[config.mk]
export PLATFORM = sky130hd
export DESIGN_NAME = obi_integrity_top
export DESIGN_NICKNAME = d
export VERILOG_FILES = /design/src/rtl/obi_pkg.sv /design/src/rtl/alert_pkg.sv /design/src/rtl/obi_resp_sampler.sv /design/src/rtl/obi_port_checker.sv /design/src/rtl/alert_aggregator.sv /design/src/rtl/obi_integrity_top.sv
export VERILOG_INCLUDE_DIRS = /design/src /design/src/include
export SDC_FILE = /design/constraint.sdc
export NUM_CORES = 1
export LEC_CHECK = 0
export BUFFER_PORTS_ARGS = -buffer_cell sky130_fd_sc_hd__buf_4
export CORE_ASPECT_RATIO = 0.75
export CORE_MARGIN = 5
export CORE_UTILIZATION = 60
export CTS_BUF_LIST = sky130_fd_sc_hd__clkbuf_2 sky130_fd_sc_hd__clkbuf_4 sky130_fd_sc_hd__clkbuf_8
export DETAILED_ROUTE_END_ITERATION = 8
export PLACE_DENSITY_LB_ADDON = 0.15
export SYNTH_ARGS = -nofsm -noshare
export SYNTH_HDL_FRONTEND = slang
export SYNTH_SLANG_ARGS = --single-unit
[constraint.sdc]
create_clock -name clk_i -period 6.1 [get_ports clk_i]
set_input_delay 0.61 -clock clk_i [delete_from_list [all_inputs] [get_ports clk_i]]
set_output_delay 0.61 -clock clk_i [all_outputs]
set_load 0.02 [all_outputs]
[src/include/integrity_params.svh]
// OBI integrity monitor parameters
// Port count, bus widths and counter sizes for the packages and RTL

`ifndef INTEGRITY_PARAMS_SVH
`define INTEGRITY_PARAMS_SVH

// Number of monitored OBI ports
`define OBI_NUM_PORTS 2
// Response data width
`define OBI_DATA_W 32
// Four byte-lane parities plus err
`define OBI_RCHK_W 5
// Highest legal number of granted requests awaiting rvalid
`define OBI_MAX_OUTST 2
// Outstanding counter must hold 0 .. OBI_MAX_OUTST
`define OBI_OUTST_W ($clog2(`OBI_MAX_OUTST + 1))
// Saturating fault counter
`define FAULT_CNT_W 8
// Port index, at least one bit even for a single port
`define PORT_ID_W ((`OBI_NUM_PORTS > 1) ? $clog2(`OBI_NUM_PORTS) : 1)

`endif

[src/rtl/obi_pkg.sv]
// OBI response-side sample type
// One port's handshake, parity and response signals for one cycle

`include "integrity_params.svh"

package obi_pkg;

    // ----------------------------------------------------------------------
    // Per-port sample
    // ----------------------------------------------------------------------

    // Request handshake and response channel of one OBI port
    typedef struct packed {
        logic                   req;
        logic                   gnt;
        // Should always be ~gnt
        logic                   gntpar;
        logic                   rvalid;
        // Should always be ~rvalid
        logic                   rvalidpar;
        logic [`OBI_DATA_W-1:0] rdata;
        logic                   err;
        // Byte parities of rdata in bits 0..3, err in bit 4
        logic [`OBI_RCHK_W-1:0] rchk;
    } obi_sample_t;

    // Quiet bus value
    // No handshake, parity lines are the inverse of zero gnt and rvalid,
    // rchk of all-zero data and zero err is zero
    localparam obi_sample_t OBI_SAMPLE_IDLE = '{
        req:       1'b0,
        gnt:       1'b0,
        gntpar:    1'b1,
        rvalid:    1'b0,
        rvalidpar: 1'b1,
        rdata:     '0,
        err:       1'b0,
        rchk:      '0
    };

endpackage

[src/rtl/alert_pkg.sv]
// Alert and fault reporting types
// Fault kinds, per-port check result and the sticky alert status

`include "integrity_params.svh"

package alert_pkg;

    // ----------------------------------------------------------------------
    // Fault classification
    // ----------------------------------------------------------------------

    // Encoded in rising priority, PROTOCOL wins over all others
    typedef enum logic [2:0] {
        FAULT_NONE      = 3'd0,
        FAULT_GNTPAR    = 3'd1,
        FAULT_RVALIDPAR = 3'd2,
        FAULT_RCHK      = 3'd3,
        FAULT_PROTOCOL  = 3'd4
    } fault_kind_e;

    // One port's verdict for one sample
    typedef struct packed {
        fault_kind_e kind;
        // Clean response carrying err, only meaningful with kind NONE
        logic        err_resp;
    } port_fault_t;

    // ----------------------------------------------------------------------
    // Readable status, held until clear
    // ----------------------------------------------------------------------
    typedef struct packed {
        // One sticky bit per port that ever faulted
        logic [`OBI_NUM_PORTS-1:0] mask;
        logic                      first_valid;
        // Lowest-numbered port of the first faulting cycle
        logic [`PORT_ID_W-1:0]     first_port;
        // Saturates at all ones
        logic [`FAULT_CNT_W-1:0]   fault_count;
    } alert_status_t;

endpackage

[src/rtl/obi_resp_sampler.sv]
// OBI response sampler
// Registers every port once per cycle, disabled ports read as idle bus

`timescale 1ns/1ns

`include "integrity_params.svh"

module obi_resp_sampler (
    input  logic                      clk_i,
    input  logic                      arst_n_i,
    // Level per port, low masks the port
    input  logic [`OBI_NUM_PORTS-1:0] port_en_i,
    input  obi_pkg::obi_sample_t      resp_i [`OBI_NUM_PORTS],
    output obi_pkg::obi_sample_t      sampled_o [`OBI_NUM_PORTS]
);

    // Samples after port masking
    obi_pkg::obi_sample_t masked [`OBI_NUM_PORTS];

    // ----------------------------------------------------------------------
    // Port masking
    // ----------------------------------------------------------------------

    // Disabled port is replaced by a parity-consistent idle value,
    // so its checker sees neither handshakes nor faults
    always_comb begin
        for (int p = 0; p < `OBI_NUM_PORTS; p++) begin
            if (port_en_i[p]) begin
                masked[p] = resp_i[p];
            end else begin
                masked[p] = obi_pkg::OBI_SAMPLE_IDLE;
            end
        end
    end

    // ----------------------------------------------------------------------
    // Sample stage
    // ----------------------------------------------------------------------

    // One flop stage for all ports, first cycle of the 3-cycle latency
    always_ff @(posedge clk_i or negedge arst_n_i) begin
        if (!arst_n_i) begin
            // Idle out of reset keeps the checkers quiet
            for (int p = 0; p < `OBI_NUM_PORTS; p++) begin
                sampled_o[p] <= obi_pkg::OBI_SAMPLE_IDLE;
            end
        end else begin
            for (int p = 0; p < `OBI_NUM_PORTS; p++) begin
                sampled_o[p] <= masked[p];
            end
        end
    end

endmodule

[src/rtl/obi_port_checker.sv]
// OBI port integrity checker
// Judges parity, rchk and outstanding-request rules for one port

`timescale 1ns/1ns

`include "integrity_params.svh"

module obi_port_checker (
    input  logic                   clk_i,
    input  logic                   arst_n_i,
    input  obi_pkg::obi_sample_t   sample_i,
    output alert_pkg::port_fault_t fault_o
);

    // Expected rchk from rdata and err
    logic [`OBI_RCHK_W-1:0] rchk_exp;
    // Individual rule violations
    logic                   gntpar_bad;
    logic                   rvalidpar_bad;
    logic                   rchk_bad;
    logic                   underflow;
    logic                   overflow;
    logic                   proto_bad;
    // Granted request this cycle
    logic                   accept;
    // Granted requests still waiting for rvalid
    logic [`OBI_OUTST_W-1:0] outst_q;
    alert_pkg::fault_kind_e kind_d;

    // ----------------------------------------------------------------------
    // Integrity checks
    // ----------------------------------------------------------------------

    // Even parity per byte lane, top bit mirrors err
    always_comb begin
        for (int b = 0; b < `OBI_DATA_W / 8; b++) begin
            rchk_exp[b] = ^sample_i.rdata[8*b +: 8];
        end
        rchk_exp[`OBI_RCHK_W-1] = sample_i.err;
    end

    // Parity lines are checked every cycle
    assign gntpar_bad    = (sample_i.gntpar == sample_i.gnt);
    assign rvalidpar_bad = (sample_i.rvalidpar == sample_i.rvalid);
    // rchk only carries meaning alongside rvalid
    assign rchk_bad      = sample_i.rvalid && (sample_i.rchk != rchk_exp);

    // ----------------------------------------------------------------------
    // Outstanding tracking
    // ----------------------------------------------------------------------
    assign accept    = sample_i.req && sample_i.gnt;
    // Response with nothing in flight
    assign underflow = sample_i.rvalid && (outst_q == '0);
    // New grant beyond the limit, a simultaneous rvalid frees a slot
    assign overflow  = accept && !sample_i.rvalid &&
                       (outst_q >= `OBI_OUTST_W'(`OBI_MAX_OUTST));
    assign proto_bad = underflow || overflow;

    // Count holds on a protocol fault
    always_ff @(posedge clk_i or negedge arst_n_i) begin
        if (!arst_n_i) begin
            outst_q <= '0;
        end else if (!proto_bad) begin
            if (accept && !sample_i.rvalid) begin
                outst_q <= outst_q + 1'b1;
            end else if (!accept && sample_i.rvalid) begin
                outst_q <= outst_q - 1'b1;
            end
        end
    end

    // ----------------------------------------------------------------------
    // Verdict
    // ----------------------------------------------------------------------

    // Highest priority first
    always_comb begin
        if (proto_bad) begin
            kind_d = alert_pkg::FAULT_PROTOCOL;
        end else if (rchk_bad) begin
            kind_d = alert_pkg::FAULT_RCHK;
        end else if (rvalidpar_bad) begin
            kind_d = alert_pkg::FAULT_RVALIDPAR;
        end else if (gntpar_bad) begin
            kind_d = alert_pkg::FAULT_GNTPAR;
        end else begin
            kind_d = alert_pkg::FAULT_NONE;
        end
    end

    // Registered record, second cycle of the latency
    always_ff @(posedge clk_i or negedge arst_n_i) begin
        if (!arst_n_i) begin
            fault_o.kind     <= alert_pkg::FAULT_NONE;
            fault_o.err_resp <= 1'b0;
        end else begin
            fault_o.kind     <= kind_d;
            // Error response only counts when everything else is clean
            fault_o.err_resp <= sample_i.rvalid && sample_i.err &&
                                (kind_d == alert_pkg::FAULT_NONE);
        end
    end

endmodule

[src/rtl/alert_aggregator.sv]
// Alert aggregator
// Folds per-port fault records into alert pulses and sticky status

`timescale 1ns/1ns

`include "integrity_params.svh"

module alert_aggregator (
    input  logic                     clk_i,
    input  logic                     arst_n_i,
    // One-cycle pulse, zeroes the status
    input  logic                     clear_i,
    input  alert_pkg::port_fault_t   fault_i [`OBI_NUM_PORTS],
    output logic                     alert_major_o,
    output logic                     alert_minor_o,
    output alert_pkg::alert_status_t status_o
);

    logic [`OBI_NUM_PORTS-1:0] flt_vec;
    logic [`OBI_NUM_PORTS-1:0] err_vec;
    // Faulting ports this cycle, one bit wider than the counter
    logic [`FAULT_CNT_W:0]     flt_num;
    logic [`FAULT_CNT_W:0]     cnt_sum;
    logic [`PORT_ID_W-1:0]     low_port;
    alert_pkg::alert_status_t  base_status;
    alert_pkg::alert_status_t  status_d;

    // ----------------------------------------------------------------------
    // Per-port reduction
    // ----------------------------------------------------------------------

    // Walk downwards so the last hit is the lowest port
    always_comb begin
        flt_num  = '0;
        low_port = '0;
        for (int p = `OBI_NUM_PORTS - 1; p >= 0; p--) begin
            flt_vec[p] = (fault_i[p].kind != alert_pkg::FAULT_NONE);
            err_vec[p] = fault_i[p].err_resp;
            if (flt_vec[p]) begin
                flt_num  = flt_num + 1'b1;
                low_port = `PORT_ID_W'(p);
            end
        end
    end

    // ----------------------------------------------------------------------
    // Next status
    // ----------------------------------------------------------------------
    always_comb begin
        // Clear first, faults of the same cycle land on the cleared status
        if (clear_i) begin
            base_status = '0;
        end else begin
            base_status = status_o;
        end
        status_d      = base_status;
        status_d.mask = base_status.mask | flt_vec;
        // Saturating add
        cnt_sum = {1'b0, base_status.fault_count} + flt_num;
        if (cnt_sum[`FAULT_CNT_W]) begin
            status_d.fault_count = '1;
        end else begin
            status_d.fault_count = cnt_sum[`FAULT_CNT_W-1:0];
        end
        // First fault capture
        if (!base_status.first_valid && (|flt_vec)) begin
            status_d.first_valid = 1'b1;
            status_d.first_port  = low_port;
        end
    end

    // Third cycle of the latency, alerts are single-cycle pulses
    always_ff @(posedge clk_i or negedge arst_n_i) begin
        if (!arst_n_i) begin
            alert_major_o <= 1'b0;
            alert_minor_o <= 1'b0;
            status_o      <= '0;
        end else begin
            alert_major_o <= |flt_vec;
            alert_minor_o <= |err_vec;
            status_o      <= status_d;
        end
    end

endmodule

[src/rtl/obi_integrity_top.sv]
// OBI response-integrity monitor top
// Sampler, one checker per port and the alert aggregator

`timescale 1ns/1ns

`include "integrity_params.svh"

module obi_integrity_top (
    input  logic                      clk_i,
    input  logic                      arst_n_i,
    input  logic [`OBI_NUM_PORTS-1:0] port_en_i,
    input  obi_pkg::obi_sample_t      resp_i [`OBI_NUM_PORTS],
    input  logic                      clear_i,
    output logic                      alert_major_o,
    output logic                      alert_minor_o,
    output alert_pkg::alert_status_t  status_o
);

    // Registered port samples
    obi_pkg::obi_sample_t   sampled [`OBI_NUM_PORTS];
    // Per-port verdicts
    alert_pkg::port_fault_t fault [`OBI_NUM_PORTS];

    // ----------------------------------------------------------------------
    // Stage 1, sample and mask
    // ----------------------------------------------------------------------
    obi_resp_sampler sampler_i (
        .clk_i     (clk_i),
        .arst_n_i  (arst_n_i),
        .port_en_i (port_en_i),
        .resp_i    (resp_i),
        .sampled_o (sampled)
    );

    // ----------------------------------------------------------------------
    // Stage 2, one checker per port
    // ----------------------------------------------------------------------
    for (genvar k = 0; k < `OBI_NUM_PORTS; k++) begin : chk_g
        obi_port_checker checker_i (
            .clk_i    (clk_i),
            .arst_n_i (arst_n_i),
            .sample_i (sampled[k]),
            .fault_o  (fault[k])
        );
    end

    // ----------------------------------------------------------------------
    // Stage 3, alerts and status
    // ----------------------------------------------------------------------
    alert_aggregator aggregator_i (
        .clk_i         (clk_i),
        .arst_n_i      (arst_n_i),
        .clear_i       (clear_i),
        .fault_i       (fault),
        .alert_major_o (alert_major_o),
        .alert_minor_o (alert_minor_o),
        .status_o      (status_o)
    );

endmodule

## Word level (Yosys, flattened, before mapping)

Cells that the tools add are included.

| storage, ports and cells | value |
|---|---|
| word-level logic and storage cells | 111 |
| register bits after elaboration | 112 |
| bits of input ports | 91 |
| output and inout bits | 14 |

| operators by class | value |
|---|---|
| reduce and logical (&&, ||, !) cells | 45 |
| add/subtract/negate cells | 6 |
| magnitude comparators | 2 |
| bitwise gates (word level) | 3 |
| equality and inequality tests | 6 |
| mux-type cells | 21 |

Operators by type and width:

| cell | count |
|---|---|
| $mux 43 | 2 |
| $reduce_xor 8->1 | 8 |
| $mux 3 | 6 |
| $logic_and 1x1->1 | 17 |
| $mux 12 | 1 |
| $mux 2 | 5 |
| $ne 5x5->1 | 2 |
| $add 8x9->9 | 1 |
| $mux 9 | 1 |
| $mux 8 | 1 |
| $logic_not 3->1 | 2 |
| $reduce_bool 2->1 | 3 |
| $reduce_bool 3->1 | 2 |
| $logic_not 1->1 | 5 |
| $mux 1 | 5 |
| $add 2x1->2 const B | 2 |
| $eq 1x1->1 | 4 |
| $ge 2x2->1 const B | 2 |
| $logic_not 2->1 | 2 |
| $reduce_and 2->1 | 2 |
| $reduce_or 2->1 | 2 |
| $sub 2x1->2 const B | 2 |
| $add 1x1->2 const B | 1 |
| $logic_or 1x1->1 | 2 |
| other kinds (2) | 3 |

## Logic depth before layout (Yosys ltp)

Gate-level depths: netlist of run 1.

| depth | value |
|---|---|
| depth after elaboration | 7 |
| gate-level depth with buffers | 9 |
| mapped depth without buffers | 9 |

## By module

A second synthesis of run 1 with hierarchy kept.

| second synthesis, totals | value |
|---|---|
| cells, all modules | 372 |
| area total of the unflattened synthesis | 4839.6 sq um |

Modules (own cells, without submodules):

| module | seq. area each (sq um) | area each (sq um) | cells each | times used |
|---|---|---|---|---|
| obi_resp_sampler | 2157.1 | 2786.4 | 180 | 1 |
| alert_aggregator | 350.3 | 739.5 | 68 | 1 |
| obi_port_checker at chk_g[0].checker_i | 150.1 | 661.9 | 62 | 1 |
| obi_port_checker at chk_g[1].checker_i | 150.1 | 651.9 | 62 | 1 |

## Least setup slack after synthesis of run 1

No wires, ideal clock.

| timing path | value |
|---|---|
| path type | register -> register |
| start | reg chk_g[0].checker_i.fault_o[2] in the netlist's numbering |
| end | reg, netlist name aggregator_i.status_o[3] |
| stages on the path, launching flop included | 9 |
| clock period less this slack | 2.149 ns |
| setup slack | 3.951 ns |
| buffers on the path | 0 |
| data arrival time | 2.033 ns |
| required time | 5.984 ns |
| setup time | 0.116 ns |
| cells stage by stage | dfrtp_1 nor3_1 ha_1 ha_1 inv_1 fa_1 nor3_1 nand4_1 o311ai_0 |

RTL lines:

| what | line | RTL |
|---|---|---|
| start: declaration | obi_port_checker.sv:12 | `output alert_pkg::port_fault_t fault_o` |

==> flow_summary.ini, run 1 <==
[placed_design]
port_buffers = 104
place.gp.congestion = 0.870
dpl.hpwl_mm = 5.63

[global_routing]
antenna_found_initial = 0
gr-total-overflow = 0
grt_max_degree = 65
grt_pass1_vias = 3016
grt_use_total_pct = 17.1
grt_pass1_wl_mm = 13.1

[logic_synthesis]
ys_warn_count = 0
synth_compound_area_share_pct = 3.15
synth-edff-count = 0
ys_ff_latch = 112
synthFlopType = dfrtp_1
synth_xor_area_share_pct = 15.1
synth_simple_gate_area_share_pct = 17.7
netlist_instances = 370
synth_top_area_cell = dfrtp_1
synth_mux_area_share_pct = 0.636
seq_area_frac_synth_pct = 59.5
ys_top_cells_by_area = dfrtp_1 57%, and2_1 11%, xnor2_1 6.7%
synth_top_family_by_area = simple AND/OR/NAND/NOR gates
synth_cell_type_count = 34
syn-num-nets = 469
synthesis.area_mm2 = 0.00472
synth_top_area_share_pct = 57.3
yosysMostFrequentCell = dfrtp_1
yosys.area_share.adder_pct = 2.28
synthArstFlopShare_pct = 100
synth_common_cells = 108 x dfrtp_1, 84 x and2_1, 36 x xnor2_1, 13 x xor2_1
avgSynthCellArea_um2 = 12.8

[floorplanning]
row_count = 28
core_area_mm2 = 0.00778
start_util_pct = 60.7
fp.dieW_um = 112
ios = 105
die_h_um = 86.8
fp.dieArea_mm2 = 0.00976

[clock_network]
root_buffer = clkbuf_8
clockBufferDepth = 2
postCtsSetupBuffers = 0
path_clk_slew_ns = 0.10
clk_latency_ns = 0.37
cts_buffers = 9
h-tree-depth = 3
cts_resized = 0
cts.sinks = 112
hold_buffers = 0
tritoncts = yes

[layout]
final_nets = 577
syn2layout_area_growth_pct = 23.7
final_util_pct = 75.1
drive_gt1_share_pct = 27.7
n_antenna_cell = 0

[sta]
fin_setup_tns_ns = 0
drv_slew = 0
rsz0062_at_grt = false
relSlewSlack_pct = 49.8
worst_pin_slew_ns = 0.753
hold_viol = 0
finalClockSkew_ns = 0.0112
max_freq_mhz = 404
setup_viol = 0
period_share_pct = 40.6
min_period_ns = 2.48

[power]
power_per_cell_area_mw_per_mm2 = 283
ir_worst_vdd_v = 0.000182
p_int_mw = 1.24
p_clk_share_pct = 29.0
p_seq_share_pct = 51.3
comb_power_share_pct = 19.7
p_sw_uw = 416
leakage_nw = 2.86
swShare_pct = 25.2

[routing]
vias = 2794
drt-wirelength-per-cell_um = 12.8
routed_wl_mm = 7.51
drt.antenna.violating_nets = 0
drt_iter0_drc = 88
drc = 0
routed_via_density = 4.75
dr.pass1.iters = 4

[critical_path]
startpoint_type = register
cp_cell_sequence = nor3_1, ha_1, ha_1, inv_1, fa_1, nor3_1, nand4_1, o311ai_0
slowest_delay_ns = 0.41
worstSetupPathType = reg2reg
end_kind = register
crit_slowest_cell = fa_1
critical_path.max_fanout = 6
arrival_ns = 2.72
crit_required_ns = 6.35

[outcome]
status = finished clean

[worst_hold_path]
hold_path_class = in2async

[flow_run]
cap_violations = 0
[power groups by stage]
stage               Clock [mW]  Combinational, mW  Sequential (mW)
floorplan                    0              0.191            0.874
global placement             0              0.321            0.861
detailed placement           0              0.331            0.862
CTS                      0.495              0.332            0.849
global route             0.523              0.364            0.858
finish                   0.480              0.326            0.849
[area by class of cell]
class / instances / area, µm²
clock inverter: 4 / 77.6
multi-input combinational: 237 / 1830
clock buffer: 12 / 153
timing repair buffer: 105 / 788
fill: 541 / 1940
inverter: 13 / 48.8
sequential: 112 / 2810
tap: 105 / 131
[worst max-delay path, delay by kind of cell, from the launching register on]
kind	cells	cell delay, ns
buffers and inverters	1	0.06
flip-flops	1	0.38
AO/OA/AOI/OAI	1	0.18
AND/OR/NAND/NOR	3	0.99
adder cells (fa/ha/maj)	3	0.74
[kinds of logic (layout without fill, tap and decap cells)]
| group | Yosys count | in the layout |
|---|---|---|
| fa+ha+maj | 8 | 8 |
| xor+xnor | 61 | 61 |
| buf+inv | 21 | 134 |
| mux | 3 | 3 |
| compound gates | 25 | 25 |
| flops | 112 | 112 |
| simple gates | 140 | 140 |
[placed cells by master, fill, tap and decap left out, drive strengths merged, types with 7 or more instances in the layout]
master and n:
nand2 12, nand2b 9, and2 84, nor2 12, dfrtp 108, buf 105, o21ai 10, clkbuf 12
xor2 13, ha 7, xnor2 38, xnor3 10, inv 12
[routing by layer]
| metal | track usage, % | vias up | part of all wire (%) |
|---|---|---|---|
| li1 | - | 1388 | - |
| met1 | 21.8 | 1320 | 43 |
| met2 | 28.0 | 75 | 49 |
| met3 | 4.95 | 11 | 5.9 |
| met4 | 7.10 | 0 | 1.5 |
| met5 | 0 | - | 0 |
[per-stage QoR]
step           worst slack, ns  power (mW)  hold slack, ns  cells  cell area, µm²
2_1_floorplan             3.95        1.07           0.314    370            4720
3_3_place_gp              3.73        1.18           0.432    572            5610
3_5_place_dp              3.63        1.19           0.435    572            5610
4_1_cts                   3.62        1.68           0.250    588            5840
5_1_grt                   3.35        1.75           0.284    588            5840
6_report                  3.62        1.65           0.230    588            5840
[sequential cells by signal, indices dropped and copies added (netlist names)]
register,flops
sampler_i.sampled_o,86
aggregator_i.alert_minor_o,1
aggregator_i.alert_major_o,1
chk_g.checker_i.outst_q,4
chk_g.checker_i.fault_o,8
aggregator_i.status_o,12
[path summary, 6_finish.rpt]
check | startpoint | cells past startpoint | slack [ns] | to
max in group asynchronous | arst_n_i | 2 | 4.70 | chk_g[1].checker_i.outst_q[0]
worst min register to register | chk_g[0].checker_i.fault_o[0] | 1 | 0.44 | aggregator_i.alert_minor_o
worst max-delay path | chk_g[0].checker_i.fault_o[1] | 8 | 3.62 | aggregator_i.status_o[3]
worst max register to register | chk_g[0].checker_i.fault_o[1] | 8 | 3.62 | aggregator_i.status_o[3]
min in group clk_i | clear_i | 2 | 0.43 | aggregator_i.status_o[7]
worst min-delay path | arst_n_i | 1 | 0.23 | aggregator_i.status_o[2]
(Power assumes the default switching activity.)
==> inputs of run 2 (changes only) <==
ABC_AREA = 1   (was unset)
CORE_UTILIZATION = 57   (was 60)
clock period = 2.6 ns   (was 6.1 ns; I/O delays follow)
==> flow_summary.ini, run 2 <==
[logic_synthesis]
synthFlopType = dfrtp_1
netlist_instances = 649
synth-edff-count = 0
synth_top_area_cell = dfrtp_1
syn-num-nets = 748
synth_cell_type_count = 27
ys_top_cells_by_area = dfrtp_1 51%, nand2_1 17%, inv_1 11%
synthArstFlopShare_pct = 100
ys_warn_count = 0
avgSynthCellArea_um2 = 8.11
synthesis.area_mm2 = 0.00526
yosysMostFrequentCell = nand2_1
seq_area_frac_synth_pct = 53.3
ys_ff_latch = 112
synth_top_area_share_pct = 51.3
synth_common_cells = 244 x nand2_1, 153 x inv_1, 108 x dfrtp_1, 27 x xnor2_1, 25 x nand3_1

[floorplanning]
row_count = 30
core_area_mm2 = 0.00905
start_util_pct = 58.2
fp.dieW_um = 121
fp.dieArea_mm2 = 0.0113
die_h_um = 93.2
ios = 105

[sta]
rsz0062_at_grt = false
relSlewSlack_pct = 71.4
worst_pin_slew_ns = 0.429
hold_viol = 0
fin_setup_tns_ns = 0
setup_viol = 0
max_freq_mhz = 426
setup_slack_ns = 0.254
finalClockSkew_ns = 0.00464
period_share_pct = 90.2
min_period_ns = 2.35
drv_slew = 0

[critical_path]
startpoint_type = register
setup.worst_path.start = chk_g[1].checker_i.fault_o[3]
r2r_slack_ns = 0.25
end_kind = register
reg2regPathDepth = 10
crit_top_cell = ha_1
critical_path.max_fanout = 7
worstSetupPathType = reg2reg
r2r_end = aggregator_i.status_o[4]
slowest_delay_ns = 0.42
critPathBufInv = 1
arrival_ns = 2.64
crit_required_ns = 2.89
crit_family = simple AND/OR/NAND/NOR gates
cp_cell_sequence = nor3_1, ha_1, ha_1, inv_1, fa_1, nor2_4, nand2_2, nor4_4, nand3_2, o211ai_1
reg2reg_from = chk_g[1].checker_i.fault_o[3]
crit_slowest_cell = fa_1

[worst_hold_path]
holdPathStages = 3
worstHoldStart = resp_i[38]
hold-path-endpoint = sampler_i.sampled_o[38]
hold_path_class = in2reg

[layout]
register_area_mm2 = 0.00281
largest-register = sampler_i.sampled_o
final_nets = 855
num-fill-cells = 701
drive_gt1_share_pct = 18.0
n_antenna_cell = 0
final_common_cell = nand2_1
top_regs = sampler_i.sampled_o (86), aggregator_i.status_o (12), chk_g.checker_i.fault_o (8)
syn2layout_area_growth_pct = 21.9
multiInputGateArea_mm2 = 0.00185
largest_reg_flops = 86
final_util_pct = 70.9
layout_common_cells = 244 x nand2_1, 153 x inv_1, 108 x dfrtp_1, 104 x buf_4, 27 x xnor2_1

[power]
p_int_mw = 2.82
p_clk_share_pct = 28.0
leakage_nw = 3.98
swShare_pct = 27.9
p_seq_share_pct = 51.6
ir_worst_vdd_v = 0.000365
comb_power_share_pct = 20.4
design_power_total_mw = 3.91
power_per_cell_area_mw_per_mm2 = 610
p_sw_mw = 1.09

[placed_design]
port_buffers = 104
place.gp.congestion = 0.787
post-place-ws_ns = 0.163
dpl.hpwl_mm = 6.87

[clock_network]
cts_buffers = 9
tritoncts = yes
clk_latency_ns = 0.37
h-tree-depth = 3
postCtsSetupBuffers = 0
root_buffer = clkbuf_8
clockBufferDepth = 2
cts.sinks = 112
path_clk_slew_ns = 0.09

[global_routing]
grt_pass1_wl_mm = 15.7
antenna_found_initial = 0
grt_use_total_pct = 17.2
grt_pass1_vias = 3829
grt_max_degree = 80
gr-total-overflow = 0

[routing]
routed_via_density = 4.40
drt-wirelength-per-cell_um = 10.0
drc = 0
routed_wl_mm = 8.92
vias = 3910
drt.antenna.violating_nets = 0
drt_iter0_drc = 155
dr.pass1.iters = 4

[outcome]
status = finished clean

[flow_run]
cap_violations = 0
## run 2: worst max-delay path by stage
stage | endpoint | slack, ns | cells after the start
floorplan | aggregator_i.status_o[4] | 0.43 | 10
global route | aggregator_i.status_o[4] | 0.05 | 10
finish | aggregator_i.status_o[4] | 0.25 | 10
detailed placement | aggregator_i.status_o[4] | 0.16 | 10
CTS | aggregator_i.status_o[4] | 0.15 | 10
global placement | aggregator_i.status_o[4] | 0.30 | 10
## run 2: worst register-to-register path, stage by stage (launching register included)
cell and delay [ns]:
dfrtp_1 0.38, nor3_1 0.31, ha_1 0.19, ha_1 0.15, inv_1 0.05, fa_1 0.42
nor2_4 0.14, nand2_2 0.09, nor4_4 0.20, nand3_2 0.20, o211ai_1 0.13
## run 2: timing repair
action	4_1_cts	5_1_grt
setup endpoints to repair	0	8
hold buffers	1	0
resized for setup	0	1
hold endpoints to repair	32	0
## run 2: power groups by stage
stage                     Sequential (mW)  Clock [mW]  Combinational [mW]
final                                2.02        1.09               0.797
after global routing                 2.04        1.19               0.918
after CTS                            2.02        1.12               0.809
after detailed placement             2.05           0               0.801
after global placement               2.04           0               0.767
after floorplan                      2.09           0               0.449
## run 2: per-stage QoR
| step | area (µm²) | hold WS, ns | cells |
|---|---|---|---|
| 2_1_floorplan | 5260 | -0.0356 | 649 |
| 3_3_place_gp | 6190 | 0.228 | 872 |
| 3_5_place_dp | 6190 | 0.239 | 872 |
| 4_1_cts | 6410 | 0.0547 | 889 |
| 5_1_grt | 6420 | 0.0528 | 889 |
| 6_report | 6420 | 0.0691 | 889 |
## run 2: area by class of cell
| type | instances | share of cell area (%) |
|---|---|---|
| multi-input combinational | 373 | 28.8 |
| timing repair buffer | 106 | 12.6 |
| tap | 128 | 2.50 |
| inverter | 154 | 9.01 |
| clock inverter | 6 | 1.31 |
| sequential | 112 | 43.8 |
| clock buffer | 10 | 2.05 |
## run 2: kinds of logic after synthesis
logic type                 synth area share, %
and+or+nand+nor                           23.4
buffers and inverters                     11.7
DFF                                       53.3
xor gates and xnor gates                  7.49
AOI/OAI and AO/OA                         2.02
adders and majority gates                 2.04
## run 2: layer usage
metal / GRT usage, % / vias to the layer above / wire length [µm]
met4: 5.19 / 0 / 100
met3: 4.29 / 10 / 424
met1: 21.9 / 1744 / 4000
met2: 29.1 / 77 / 4400
met5: 0 / - / 0
li1: - / 2079 / -
==> inputs of run 3 (changes only) <==
CORE_UTILIZATION = 41   (was 57)
GPL_ROUTABILITY_DRIVEN = 0   (was unset)
clock period = 2.8 ns   (was 2.6 ns; I/O delays follow)
==> flow_summary.ini, run 3 (synthesis results as in run 2) <==
[outcome]
status = finished clean

[sta]
rsz0062_at_grt = false
max_freq_mhz = 406
finalClockSkew_ns = 0.0111
relSlewSlack_pct = 60.7
fin_setup_tns_ns = 0
worst_pin_slew_ns = 0.589
setup_viol = 0
min_period_ns = 2.46
drv_slew = 0
setup_slack_ns = 0.336
whs_ns = 0.0934
hold_viol = 0
period_share_pct = 88.0

[layout]
num-fill-cells = 1215
top_regs = sampler_i.sampled_o (86), aggregator_i.status_o (12), chk_g.checker_i.fault_o (8)
drive_gt1_share_pct = 18.0
final_cells = 928
largest_reg_flops = 86
n_antenna_cell = 0
final_area_mm2 = 0.00643
final_common_cell = nand2_1
syn2layout_area_growth_pct = 22.2
final_util_pct = 51.7
layout_common_cells = 244 x nand2_1, 153 x inv_1, 108 x dfrtp_1, 105 x buf_4, 27 x xnor2_1
final_nets = 856
largest-register = sampler_i.sampled_o

[floorplanning]
start_util_pct = 42.3
ios = 105
die_h_um = 108
core_area_mm2 = 0.0124
fp.dieArea_mm2 = 0.0152
row_count = 35
fp.dieW_um = 141

[clock_network]
postCtsSetupBuffers = 0
cts_buffers = 9
tritoncts = yes
clockBufferDepth = 2
clk_latency_ns = 0.36
root_buffer = clkbuf_8
cts.sinks = 112
h-tree-depth = 3
path_clk_slew_ns = 0.10

[global_routing]
grt_pass1_vias = 3732
grt_pass1_wl_mm = 15.9
antenna_found_initial = 0
gr-total-overflow = 0
grt_use_total_pct = 12.8
grt_max_degree = 50

[placed_design]
post-place-ws_ns = 0.351
dpl.hpwl_mm = 7.30
dpl.cell_count = 911
placed_cell_area_mm2 = 0.00624
port_buffers = 104

[routing]
vias = 3840
drt_iter0_drc = 87
drt.antenna.violating_nets = 0
route.met3.wl_um = 521
drc = 0
top_layer = met4
drt-wirelength-per-cell_um = 9.88
dr_wl_met2_mm = 4.35
wl_met1_mm = 4.23
routed_wl_mm = 9.17
dr.pass1.iters = 4
routed_via_density = 4.14

[critical_path]
crit_required_ns = 3.08
arrival_ns = 2.75
startpoint_type = register
critical_path.max_fanout = 7
worstSetupPathType = reg2reg
r2r_slack_ns = 0.34
end_kind = register

[flow_run]
cap_violations = 0

[power]
ir_worst_vdd_v = 0.000312
leakage_nw = 3.96
design_power_total_mw = 3.49
power_per_cell_area_mw_per_mm2 = 542

[worst_hold_path]
hold_path_class = in2reg
run 3: routing by layer:
layer | vias to the layer above | global-route usage (%)
li1 | 2076 | -
met1 | 1683 | 16.3
met5 | - | 0
met2 | 76 | 21.6
met4 | 0 | 3.32
met3 | 5 | 3.89
run 3: final timing paths:
check / start / endpoint / cells after the start
setup reg to reg: chk_g[0].checker_i.fault_o[2] / aggregator_i.status_o[4] / 10
setup / recovery: chk_g[0].checker_i.fault_o[2] / aggregator_i.status_o[4] / 10
hold reg to reg: chk_g[1].checker_i.fault_o[0] / aggregator_i.alert_minor_o / 1
min in group asynchronous: arst_n_i / sampler_i.sampled_o[32] / 2
hold / removal: resp_i[83] / sampler_i.sampled_o[83] / 3
max in group asynchronous: arst_n_i / sampler_i.sampled_o[38] / 3
run 3: layout make-up:
type	count	area, µm²	area share, %
clock inverters	4	30.0	0.467
repair buffers	107	818	12.7
clock buffers	12	153	2.37
well taps	166	208	3.23
flip-flops and latches	112	2810	43.6
inverters	154	578	8.98
multi-input cells	373	1840	28.6
run 3: critical path, cell delays in order (launching register included):
cell and delay, ns:
dfrtp_1 0.37, nor3_1 0.43, ha_1 0.20, ha_1 0.16, inv_1 0.05, fa_1 0.42
nor2_4 0.14, nand2_2 0.08, nor4_4 0.20, nand3_2 0.20, o211ai_1 0.13
run 3: power breakdown:
| part | internal, mW | switching (mW) |
|---|---|---|
| logic | 0.337 | 0.398 |
| clock network | 0.372 | 0.506 |
| registers | 1.77 | 0.104 |
run 3: what timing repair did:
action	4_1_cts	5_1_grt
endpoints found under the hold margin	41	0
hold buffers	1	0
resized for setup	0	0
